==> src/source/pipePkg.sv <==
//~~~~~~~~~~~~~~~~~~~~
// pipePkg
// Shared widths, ALU operation codes, MIPS opcode and funct
// encodings and exception codes for the decode/execute slice
//~~~~~~~~~~~~~~~~~~~~
`default_nettype none

package pipePkg;

    typedef logic [31:0] word_t;
    typedef logic [4:0]  regAddr_t;
    typedef logic [4:0]  shamt_t;
    typedef logic [3:0]  aluOp_t;
    typedef logic [1:0]  exceptCode_t;

    localparam int REG_COUNT = 32;

    // ALU operations
    localparam aluOp_t ALU_ADD = 4'd0;
    localparam aluOp_t ALU_SUB = 4'd1;
    localparam aluOp_t ALU_AND = 4'd2;
    localparam aluOp_t ALU_OR  = 4'd3;
    localparam aluOp_t ALU_XOR = 4'd4;
    localparam aluOp_t ALU_SLT = 4'd5; // signed compare
    localparam aluOp_t ALU_SLL = 4'd6;
    localparam aluOp_t ALU_SRL = 4'd7;
    localparam aluOp_t ALU_LUI = 4'd8; // passes the shifted immediate

    localparam exceptCode_t EXC_NONE     = 2'd0;
    localparam exceptCode_t EXC_OVERFLOW = 2'd1;
    localparam exceptCode_t EXC_RESERVED = 2'd2;

    // primary opcodes, instr[31:26]
    localparam logic [5:0] OP_SPECIAL = 6'h00;
    localparam logic [5:0] OP_BEQ     = 6'h04;
    localparam logic [5:0] OP_BNE     = 6'h05;
    localparam logic [5:0] OP_ADDIU   = 6'h09;
    localparam logic [5:0] OP_ORI     = 6'h0d;
    localparam logic [5:0] OP_LUI     = 6'h0f;

    // SPECIAL funct field, instr[5:0]
    localparam logic [5:0] FN_SLL  = 6'h00;
    localparam logic [5:0] FN_SRL  = 6'h02;
    localparam logic [5:0] FN_ADD  = 6'h20;
    localparam logic [5:0] FN_ADDU = 6'h21;
    localparam logic [5:0] FN_SUB  = 6'h22;
    localparam logic [5:0] FN_SUBU = 6'h23;
    localparam logic [5:0] FN_AND  = 6'h24;
    localparam logic [5:0] FN_OR   = 6'h25;
    localparam logic [5:0] FN_XOR  = 6'h26;
    localparam logic [5:0] FN_SLT  = 6'h2a;

endpackage

`default_nettype wire

==> src/source/idExeBus.sv <==
//~~~~~~~~~~~~~~~~~~~~
// idExeBus
// One decoded instruction bundle passed between pipeline stages
//~~~~~~~~~~~~~~~~~~~~
`default_nettype none

interface idExeBus
    import pipePkg::*;
();

    logic        valid;
    word_t       pc;
    word_t       opA;
    word_t       opB;
    word_t       imm;          // extended, or branch target
    logic        useImm;
    shamt_t      shamt;
    aluOp_t      aluOp;
    regAddr_t    dest;
    logic        writeEn;
    logic        isBranch;
    logic        branchNe;
    logic        overflowTrap; // ADD or SUB
    exceptCode_t except;

    modport producer (
        output valid, pc, opA, opB, imm, useImm, shamt, aluOp,
               dest, writeEn, isBranch, branchNe, overflowTrap, except
    );

    modport consumer (
        input valid, pc, opA, opB, imm, useImm, shamt, aluOp,
              dest, writeEn, isBranch, branchNe, overflowTrap, except
    );

endinterface

`default_nettype wire

==> src/source/coreSlice.sv <==
//~~~~~~~~~~~~~~~~~~~~
// coreSlice
// Decode and execute slice of the pipeline: decoder, ID/EXE
// register, execute unit and register file
//~~~~~~~~~~~~~~~~~~~~
`default_nettype none

module coreSlice
    import pipePkg::*;
(
    input  wire logic        clk,
    input  wire logic        reset,
    input  wire logic        instrValid,
    output logic             instrReady,
    input  wire word_t       instrPc,
    input  wire word_t       instr,
    output logic             resultValid,
    input  wire logic        resultReady,
    output word_t            resultPc,
    output word_t            resultData,
    output regAddr_t         resultDest,
    output logic             resultWrite,
    output exceptCode_t      resultExcept,
    output logic             redirectValid,
    output word_t            redirectPc
);

    regAddr_t readAddrA;
    regAddr_t readAddrB;
    word_t    readDataA;
    word_t    readDataB;
    logic     wbEn;
    regAddr_t wbAddr;
    word_t    wbData;

    idExeBus idBus ();
    idExeBus exBus ();

    instrDecode decode (
        .instrValid (instrValid),
        .instrPc    (instrPc),
        .instr      (instr),
        .readAddrA  (readAddrA),
        .readAddrB  (readAddrB),
        .readDataA  (readDataA),
        .readDataB  (readDataB),
        .idBus      (idBus.producer)
    );

    exeReg pipeReg (
        .clk         (clk),
        .reset       (reset),
        .resultReady (resultReady),
        .flush       (redirectValid), // drop the wrong-path fetch
        .advance     (instrReady),
        .idBus       (idBus.consumer),
        .exBus       (exBus.producer)
    );

    execUnit execute (
        .exBus         (exBus.consumer),
        .resultReady   (resultReady),
        .resultValid   (resultValid),
        .resultPc      (resultPc),
        .resultData    (resultData),
        .resultDest    (resultDest),
        .resultWrite   (resultWrite),
        .resultExcept  (resultExcept),
        .redirectValid (redirectValid),
        .redirectPc    (redirectPc),
        .wbEn          (wbEn),
        .wbAddr        (wbAddr),
        .wbData        (wbData)
    );

    regFile regs (
        .clk       (clk),
        .reset     (reset),
        .readAddrA (readAddrA),
        .readAddrB (readAddrB),
        .readDataA (readDataA),
        .readDataB (readDataB),
        .writeEn   (wbEn),
        .writeAddr (wbAddr),
        .writeData (wbData)
    );

endmodule

`default_nettype wire

==> src/source/exeReg.sv <==
//~~~~~~~~~~~~~~~~~~~~
// exeReg
// ID/EXE pipeline register. Holds the decoded bundle under
// back-pressure, clears it on reset or a branch flush
//~~~~~~~~~~~~~~~~~~~~
`default_nettype none

module exeReg (
    input  wire logic clk,
    input  wire logic reset,
    input  wire logic resultReady,
    input  wire logic flush,
    output logic      advance,
    idExeBus.consumer idBus,
    idExeBus.producer exBus
);

    // empty stage, or its result leaves this cycle
    assign advance = !exBus.valid || resultReady;

    always_ff @(posedge clk) begin
        if (reset || flush) begin
            exBus.valid        <= 1'b0;
            exBus.pc           <= '0;
            exBus.opA          <= '0;
            exBus.opB          <= '0;
            exBus.imm          <= '0;
            exBus.useImm       <= 1'b0;
            exBus.shamt        <= '0;
            exBus.aluOp        <= '0;
            exBus.dest         <= '0;
            exBus.writeEn      <= 1'b0;
            exBus.isBranch     <= 1'b0;
            exBus.branchNe     <= 1'b0;
            exBus.overflowTrap <= 1'b0;
            exBus.except       <= '0;
        end else if (advance) begin
            exBus.valid        <= idBus.valid;
            exBus.pc           <= idBus.pc;
            exBus.opA          <= idBus.opA;
            exBus.opB          <= idBus.opB;
            exBus.imm          <= idBus.imm;
            exBus.useImm       <= idBus.useImm;
            exBus.shamt        <= idBus.shamt;
            exBus.aluOp        <= idBus.aluOp;
            exBus.dest         <= idBus.dest;
            exBus.writeEn      <= idBus.writeEn;
            exBus.isBranch     <= idBus.isBranch;
            exBus.branchNe     <= idBus.branchNe;
            exBus.overflowTrap <= idBus.overflowTrap;
            exBus.except       <= idBus.except;
        end
    end

endmodule

`default_nettype wire

==> src/source/execUnit.sv <==
//~~~~~~~~~~~~~~~~~~~~
// execUnit
// ALU, branch compare and overflow check. Produces one result
// record per instruction, the register writeback and the
// redirect for taken branches
//~~~~~~~~~~~~~~~~~~~~
`default_nettype none

module execUnit
    import pipePkg::*;
(
    idExeBus.consumer    exBus,
    input  wire logic    resultReady,
    output logic         resultValid,
    output word_t        resultPc,
    output word_t        resultData,
    output regAddr_t     resultDest,
    output logic         resultWrite,
    output exceptCode_t  resultExcept,
    output logic         redirectValid,
    output word_t        redirectPc,
    output logic         wbEn,
    output regAddr_t     wbAddr,
    output word_t        wbData
);

    word_t       aluB;
    word_t       sum;
    word_t       diff;
    word_t       aluResult;
    logic        sltBit;
    logic        addOvf;
    logic        subOvf;
    logic        overflow;
    logic        operandsEqual;
    logic        taken;
    logic        transfer;
    exceptCode_t exceptOut;

    assign aluB   = exBus.useImm ? exBus.imm : exBus.opB;
    assign sum    = exBus.opA + aluB;
    assign diff   = exBus.opA - aluB;
    assign sltBit = $signed(exBus.opA) < $signed(aluB);

    // signed overflow: operand signs vs result sign
    assign addOvf = (exBus.opA[31] == aluB[31]) && (sum[31] != exBus.opA[31]);
    assign subOvf = (exBus.opA[31] != aluB[31]) && (diff[31] != exBus.opA[31]);

    always_comb begin
        case (exBus.aluOp)
            ALU_ADD: aluResult = sum;
            ALU_SUB: aluResult = diff;
            ALU_AND: aluResult = exBus.opA & aluB;
            ALU_OR:  aluResult = exBus.opA | aluB;
            ALU_XOR: aluResult = exBus.opA ^ aluB;
            ALU_SLT: aluResult = {31'b0, sltBit};
            ALU_SLL: aluResult = exBus.opB << exBus.shamt;
            ALU_SRL: aluResult = exBus.opB >> exBus.shamt; // logical
            ALU_LUI: aluResult = exBus.imm;
            default: aluResult = '0;
        endcase
    end

    assign overflow = exBus.overflowTrap &&
                      ((exBus.aluOp == ALU_SUB) ? subOvf : addOvf);

    always_comb begin
        if (exBus.except != EXC_NONE) begin
            exceptOut = exBus.except;
        end else if (overflow) begin
            exceptOut = EXC_OVERFLOW;
        end else begin
            exceptOut = EXC_NONE;
        end
    end

    assign operandsEqual = (exBus.opA == exBus.opB);
    assign taken         = exBus.isBranch && (operandsEqual != exBus.branchNe);
    assign transfer      = exBus.valid && resultReady;

    assign resultValid  = exBus.valid;
    assign resultPc     = exBus.pc;
    assign resultData   = (exBus.isBranch || (exceptOut != EXC_NONE)) ? '0 : aluResult;
    assign resultDest   = exBus.dest;
    assign resultWrite  = exBus.writeEn && (exceptOut == EXC_NONE);
    assign resultExcept = exceptOut;

    assign redirectValid = transfer && taken;
    assign redirectPc    = exBus.imm; // branch target from decode

    assign wbEn   = transfer && resultWrite;
    assign wbAddr = exBus.dest;
    assign wbData = resultData;

endmodule

`default_nettype wire

==> src/source/instrDecode.sv <==
//~~~~~~~~~~~~~~~~~~~~
// instrDecode
// Cracks an instruction into operands and controls: register
// read, immediate extension, destination select, branch target
// and reserved-instruction detection
//~~~~~~~~~~~~~~~~~~~~
`default_nettype none

module instrDecode
    import pipePkg::*;
(
    input  wire logic     instrValid,
    input  wire word_t    instrPc,
    input  wire word_t    instr,
    output regAddr_t      readAddrA,
    output regAddr_t      readAddrB,
    input  wire word_t    readDataA,
    input  wire word_t    readDataB,
    idExeBus.producer     idBus
);

    logic [5:0]  opcode;
    logic [5:0]  funct;
    regAddr_t    rs;
    regAddr_t    rt;
    regAddr_t    rd;
    shamt_t      shamt;
    logic [15:0] imm16;

    word_t       signExt;
    word_t       zeroExt;
    word_t       upperImm;
    word_t       branchTarget;

    word_t       immSel;
    aluOp_t      aluOp;
    regAddr_t    dest;
    logic        useImm;
    logic        writeEn;
    logic        isBranch;
    logic        branchNe;
    logic        overflowTrap;
    exceptCode_t except;

    assign opcode = instr[31:26];
    assign rs     = instr[25:21];
    assign rt     = instr[20:16];
    assign rd     = instr[15:11];
    assign shamt  = instr[10:6];
    assign funct  = instr[5:0];
    assign imm16  = instr[15:0];

    assign signExt      = {{16{imm16[15]}}, imm16};
    assign zeroExt      = {16'b0, imm16};
    assign upperImm     = {imm16, 16'b0};
    assign branchTarget = instrPc + 32'd4 + {signExt[29:0], 2'b00};

    always_comb begin
        aluOp        = ALU_ADD;
        immSel       = signExt;
        dest         = rt;  // I-type default
        useImm       = 1'b0;
        writeEn      = 1'b0;
        isBranch     = 1'b0;
        branchNe     = 1'b0;
        overflowTrap = 1'b0;
        except       = EXC_NONE;
        case (opcode)
            OP_SPECIAL: begin
                dest    = rd;
                writeEn = 1'b1;
                case (funct)
                    FN_ADD: begin
                        overflowTrap = 1'b1;
                    end
                    FN_ADDU: aluOp = ALU_ADD;
                    FN_SUB: begin
                        aluOp        = ALU_SUB;
                        overflowTrap = 1'b1;
                    end
                    FN_SUBU: aluOp  = ALU_SUB;
                    FN_AND:  aluOp  = ALU_AND;
                    FN_OR:   aluOp  = ALU_OR;
                    FN_XOR:  aluOp  = ALU_XOR;
                    FN_SLT:  aluOp  = ALU_SLT;
                    FN_SLL:  aluOp  = ALU_SLL;
                    FN_SRL:  aluOp  = ALU_SRL;
                    default: except = EXC_RESERVED;
                endcase
            end
            OP_ADDIU: begin
                useImm  = 1'b1;
                writeEn = 1'b1;
            end
            OP_ORI: begin
                aluOp   = ALU_OR;
                immSel  = zeroExt;
                useImm  = 1'b1;
                writeEn = 1'b1;
            end
            OP_LUI: begin
                aluOp   = ALU_LUI;
                immSel  = upperImm;
                useImm  = 1'b1;
                writeEn = 1'b1;
            end
            OP_BEQ, OP_BNE: begin
                immSel   = branchTarget; // target rides in imm
                isBranch = 1'b1;
                branchNe = (opcode == OP_BNE);
            end
            default: except = EXC_RESERVED;
        endcase
        if (except != EXC_NONE) begin
            writeEn = 1'b0;
        end
    end

    assign readAddrA = rs;
    assign readAddrB = rt;

    assign idBus.valid        = instrValid;
    assign idBus.pc           = instrPc;
    assign idBus.opA          = readDataA;
    assign idBus.opB          = readDataB;
    assign idBus.imm          = immSel;
    assign idBus.useImm       = useImm;
    assign idBus.shamt        = shamt;
    assign idBus.aluOp        = aluOp;
    assign idBus.dest         = dest;
    assign idBus.writeEn      = writeEn;
    assign idBus.isBranch     = isBranch;
    assign idBus.branchNe     = branchNe;
    assign idBus.overflowTrap = overflowTrap;
    assign idBus.except       = except;

endmodule

`default_nettype wire

==> src/source/regFile.sv <==
//~~~~~~~~~~~~~~~~~~~~
// regFile
// 32 x 32 register file with two read ports and one write port.
// r0 reads as zero and a read of the register being written
// returns the new value in the same cycle
//~~~~~~~~~~~~~~~~~~~~
`default_nettype none

module regFile
    import pipePkg::*;
(
    input  wire logic     clk,
    input  wire logic     reset,
    input  wire regAddr_t readAddrA,
    input  wire regAddr_t readAddrB,
    output word_t         readDataA,
    output word_t         readDataB,
    input  wire logic     writeEn,
    input  wire regAddr_t writeAddr,
    input  wire word_t    writeData
);

    word_t regs [REG_COUNT];

    function automatic word_t readPort(input regAddr_t addr);
        word_t data;
        if (addr == '0) begin
            data = '0;
        end else if (writeEn && (writeAddr == addr)) begin
            data = writeData; // bypass
        end else begin
            data = regs[addr];
        end
        return data;
    endfunction

    always_ff @(posedge clk) begin
        if (reset) begin
            for (int i = 0; i < REG_COUNT; i++) begin
                regs[i] <= '0;
            end
        end else if (writeEn && (writeAddr != '0)) begin
            regs[writeAddr] <= writeData;
        end
    end

    always_comb begin
        readDataA = readPort(readAddrA);
        readDataB = readPort(readAddrB);
    end

endmodule

`default_nettype wire
==> config.mk <==
export PLATFORM = sky130hd
export DESIGN_NAME = coreSlice
export DESIGN_NICKNAME = d
export VERILOG_FILES = /design/src/source/pipePkg.sv /design/src/source/idExeBus.sv /design/src/source/coreSlice.sv /design/src/source/exeReg.sv /design/src/source/execUnit.sv /design/src/source/instrDecode.sv /design/src/source/regFile.sv
export SDC_FILE = /design/constraint.sdc
export NUM_CORES = 2
export LEC_CHECK = 0
export BUFFER_PORTS_ARGS = -buffer_cell sky130_fd_sc_hd__buf_2
export CORE_ASPECT_RATIO = 0.9
export CORE_MARGIN = 2
export CORE_UTILIZATION = 56
export DETAILED_ROUTE_END_ITERATION = 12
export HOLD_SLACK_MARGIN = 0.1
export PLACE_DENSITY = 0.74
export SYNTH_ARGS = -nofsm -noshare
export SYNTH_HDL_FRONTEND = slang
export SYNTH_SLANG_ARGS = --single-unit
==> constraint.sdc <==
create_clock -name clk -period 11.1 [get_ports clk]
set_input_delay 1.11 -clock clk [delete_from_list [all_inputs] [get_ports clk]]
set_output_delay 1.11 -clock clk [all_outputs]
set_load 0.01 [all_outputs]
==> flow_metrics.tcl <==
set metrics [dict create \
    cp.required_ps 9990 \
    tns_ps 0 \
    root_buffer "clkbuf_16" \
    skew_ps 115 \
    num_vias 51900 \
    yosys.area.top_type "edfxtp_1" \
    ios 175 \
    worst_hold_path_type "register to register" \
    clock_path_buffers 3 \
    fp.dieW_um 377 \
    place_congestion 1.03 \
    post-cts-setup-buffers 0 \
    nets 5691 \
    reg2regPathDepth 14 \
    yosysUniqueCellTypes 100 \
    synth.ff_latch_count 1173 \
    grt_setup_unrepaired "no" \
    dp_hpwl_um 159000 \
    finalSetupViolCount 0 \
    grt_antenna_before_repair 5 \
    status "finished, final reports clean" \
    startpoint_type "register" \
    avgViaCountPerCell 7.22 \
    cts_hold_buf 0 \
    drive_above_1_share 0.242 \
    first_pass_iters 8 \
    crit_type "register to primary output" \
    grt_pass1_wl_um 348000 \
    cts_buffers 118 \
    clk_pin_slew_worst_paths_ps 60 \
    async_flop_share 0 \
    slew_headroom 0.130 \
    drv_cap 0 \
    wl_per_cell_um 33.5 \
    initial_core_util 0.563 \
    grt_max_degree 158 \
    worstMarginPinSlew_ps 1300 \
    crit_end "resultData[29]" \
    ir_drop_mv 0.148 \
    dp_cells 6965 \
    syn-cell-area_um2 70000 \
    ant_nets 0 \
    ys.flop_type "edfxtp_1" \
    synth_edf_count 1024 \
    cp-startpoint "pipeReg.exBus.useImm$_SDFFE_PP0P_" \
    fin_cells 7185 \
    fin_hold_ws_ps 447 \
    avgSynthCellArea_um2 12.6 \
    grtUsageTotal 0.374 \
    slew_violations 0 \
    ys_warn_count 0 \
    fp-row-count 123 \
    grt-ovfl-total 0 \
    cp.arrival_ps 6720 \
    fmax_ghz 0.128 \
    numPortBuffers 174 \
    hold_violations 0 \
    cp-end-kind "primary output" \
    clk_latency_ps 800 \
    fin_crit_sh 0.705 \
    ctsResizeCount 0 \
    synth_top_area_share 0.439 \
    leakage_nw 26.9 \
    cts_tree "built" \
    drc_errors 0 \
    cts-htree-levels 3 \
    r2r-end "regs.regs[2][26]$_SDFFCE_PN0P_" \
    power_density_nw_per_um2 151 \
    fin_crit_ps 7830 \
    synthCells 5553 \
    die-area_um2 128000 \
    die_y_um 340 \
    area_growth_pct 7.94 \
    synth-seq-area-share 0.482 \
    drtIter0Drc 8866 \
    synth_area_leaders "edfxtp_1, mux4_2, nor2_1" \
    worst-path-max-fanout 33 \
    grt_pass1_vias 49900 \
    cts.sinks 1173 \
    core_area_um2 125000 \
    timing.rr.start "pipeReg.exBus.useImm$_SDFFE_PP0P_" \
    routed_wl_um 241000 \
    r2r_setup_slack_ps 3650 \
]
-- power by group --
| part | switching [mW] | internal [mW] | total, mW |
|---|---|---|---|
| registers | 0.195 | 4.96 | 5.16 |
| clock network | 1.79 | 2.23 | 4.02 |
| logic | 1.46 | 0.803 | 2.26 |
-- synthesized netlist by cell type (29+ instances only) --
| library cell | number |
|---|---|
| buf_2 | 95 |
| xnor2_1 | 29 |
| buf_1 | 73 |
| nand2_1 | 247 |
| buf_4 | 93 |
| ha_1 | 160 |
| nor3_1 | 96 |
| xor2_1 | 50 |
| nor2_1 | 1202 |
| clkbuf_1 | 278 |
| dfxtp_1 | 149 |
| o21ai_0 | 100 |
| edfxtp_1 | 1024 |
| nor2_2 | 30 |
| nor4_1 | 29 |
| a221o_1 | 39 |
| a221oi_1 | 33 |
| nand3_1 | 47 |
| mux2i_1 | 133 |
| nand2b_1 | 62 |
| inv_1 | 167 |
| mux4_2 | 698 |
| a21oi_1 | 182 |
| o211ai_1 | 32 |
-- how the worst min path moves through the flow --
stage / start / end / slack [ps] / depth (start not counted)
global route: pipeReg.exBus.pc[0]$_SDFFE_PP0P_ / pipeReg.exBus.pc[0]$_SDFFE_PP0P_ / 460 / 2
floorplan: pipeReg.exBus.overflowTrap$_SDFFE_PP0P_ / pipeReg.exBus.overflowTrap$_SDFFE_PP0P_ / 470 / 2
CTS: pipeReg.exBus.pc[1]$_SDFFE_PP0P_ / pipeReg.exBus.pc[1]$_SDFFE_PP0P_ / 450 / 2
global placement: pipeReg.exBus.pc[26]$_SDFFE_PP0P_ / pipeReg.exBus.pc[26]$_SDFFE_PP0P_ / 430 / 2
finish: pipeReg.exBus.pc[14]$_SDFFE_PP0P_ / pipeReg.exBus.pc[14]$_SDFFE_PP0P_ / 450 / 2
detailed placement: pipeReg.exBus.pc[1]$_SDFFE_PP0P_ / pipeReg.exBus.pc[1]$_SDFFE_PP0P_ / 440 / 2
-- flip-flops by register name (all words and copies together), names as in the netlist, 4 cells and up --
| register | count |
|---|---|
| pipeReg.exBus.opA | 32 |
| pipeReg.exBus.dest | 5 |
| pipeReg.exBus.shamt | 5 |
| pipeReg.exBus.pc | 32 |
| pipeReg.exBus.opB | 32 |
| pipeReg.exBus.aluOp | 4 |
| regs.regs | 1024 |
| pipeReg.exBus.imm | 32 |
-- placed cells by master (no fill, tap or decap), types with 128 or more instances in the layout --
cell type / count
nand2_1: 246
a21oi_1: 182
ha_1: 160
dfxtp_1: 145
mux4_2: 698
nor2_1: 1201
buf_2: 165
edfxtp_1: 1024
inv_1: 166
mux2i_1: 133
buf_4: 128
-- final cells by class --
class                   count  area, µm²
fillers                  9487      48900
multi-input cells        3695      33400
clock inverters            70        739
flip-flops and latches   1173      33700
repair buffers            302       1930
well taps                1625       2030
clock buffers             147       3120
inverters                 170        639
diodes                      3       7.51
-- per-layer routing --
metal,vias up,part of all wire,track usage
met5,-,0.000037,0
met4,2,0.059,0.181
met3,733,0.14,0.0996
met2,4320,0.46,0.576
met1,25900,0.35,0.498
li1,20900,-,-
-- stage by stage --
stage                     worst slack (ps)  cell area, µm²   util  power [mW]
final                                 3270           75600  0.607        11.4
after global routing                  3310           75600  0.607        11.7
after CTS                             3570           75600  0.607        11.4
after detailed placement              3850           71700  0.576        7.42
after global placement                3960           71700  0.576        7.39
after floorplan                       5830           70200      -        6.60
-- worst max-delay path, cell delays in order, from the launching register on --
cell       delay (ps)
dfxtp_2           310
buf_4             570
mux2i_1           240
ha_1              570
nor3b_1           310
nand2_1           110
nor4_1            810
o21ai_0           330
nor3_1            510
nor4_1            100
a31o_2            230
a2111oi_0         930
o21ai_2           120
buf_4             310
inv_1             260
buf_2             180
-- cells by family after synthesis --
logic type      count (synthesis)  synth area share
flops                        1173             0.482
buf+inv                       716            0.0458
fa+ha+maj                     163            0.0294
compound gates                702            0.0711
xor+xnor                       80            0.0102
simple gates                 1869             0.115
other cells                     1         0.0000535
mux                           849             0.246
Note: power is estimated with default switching activity, not from simulation.
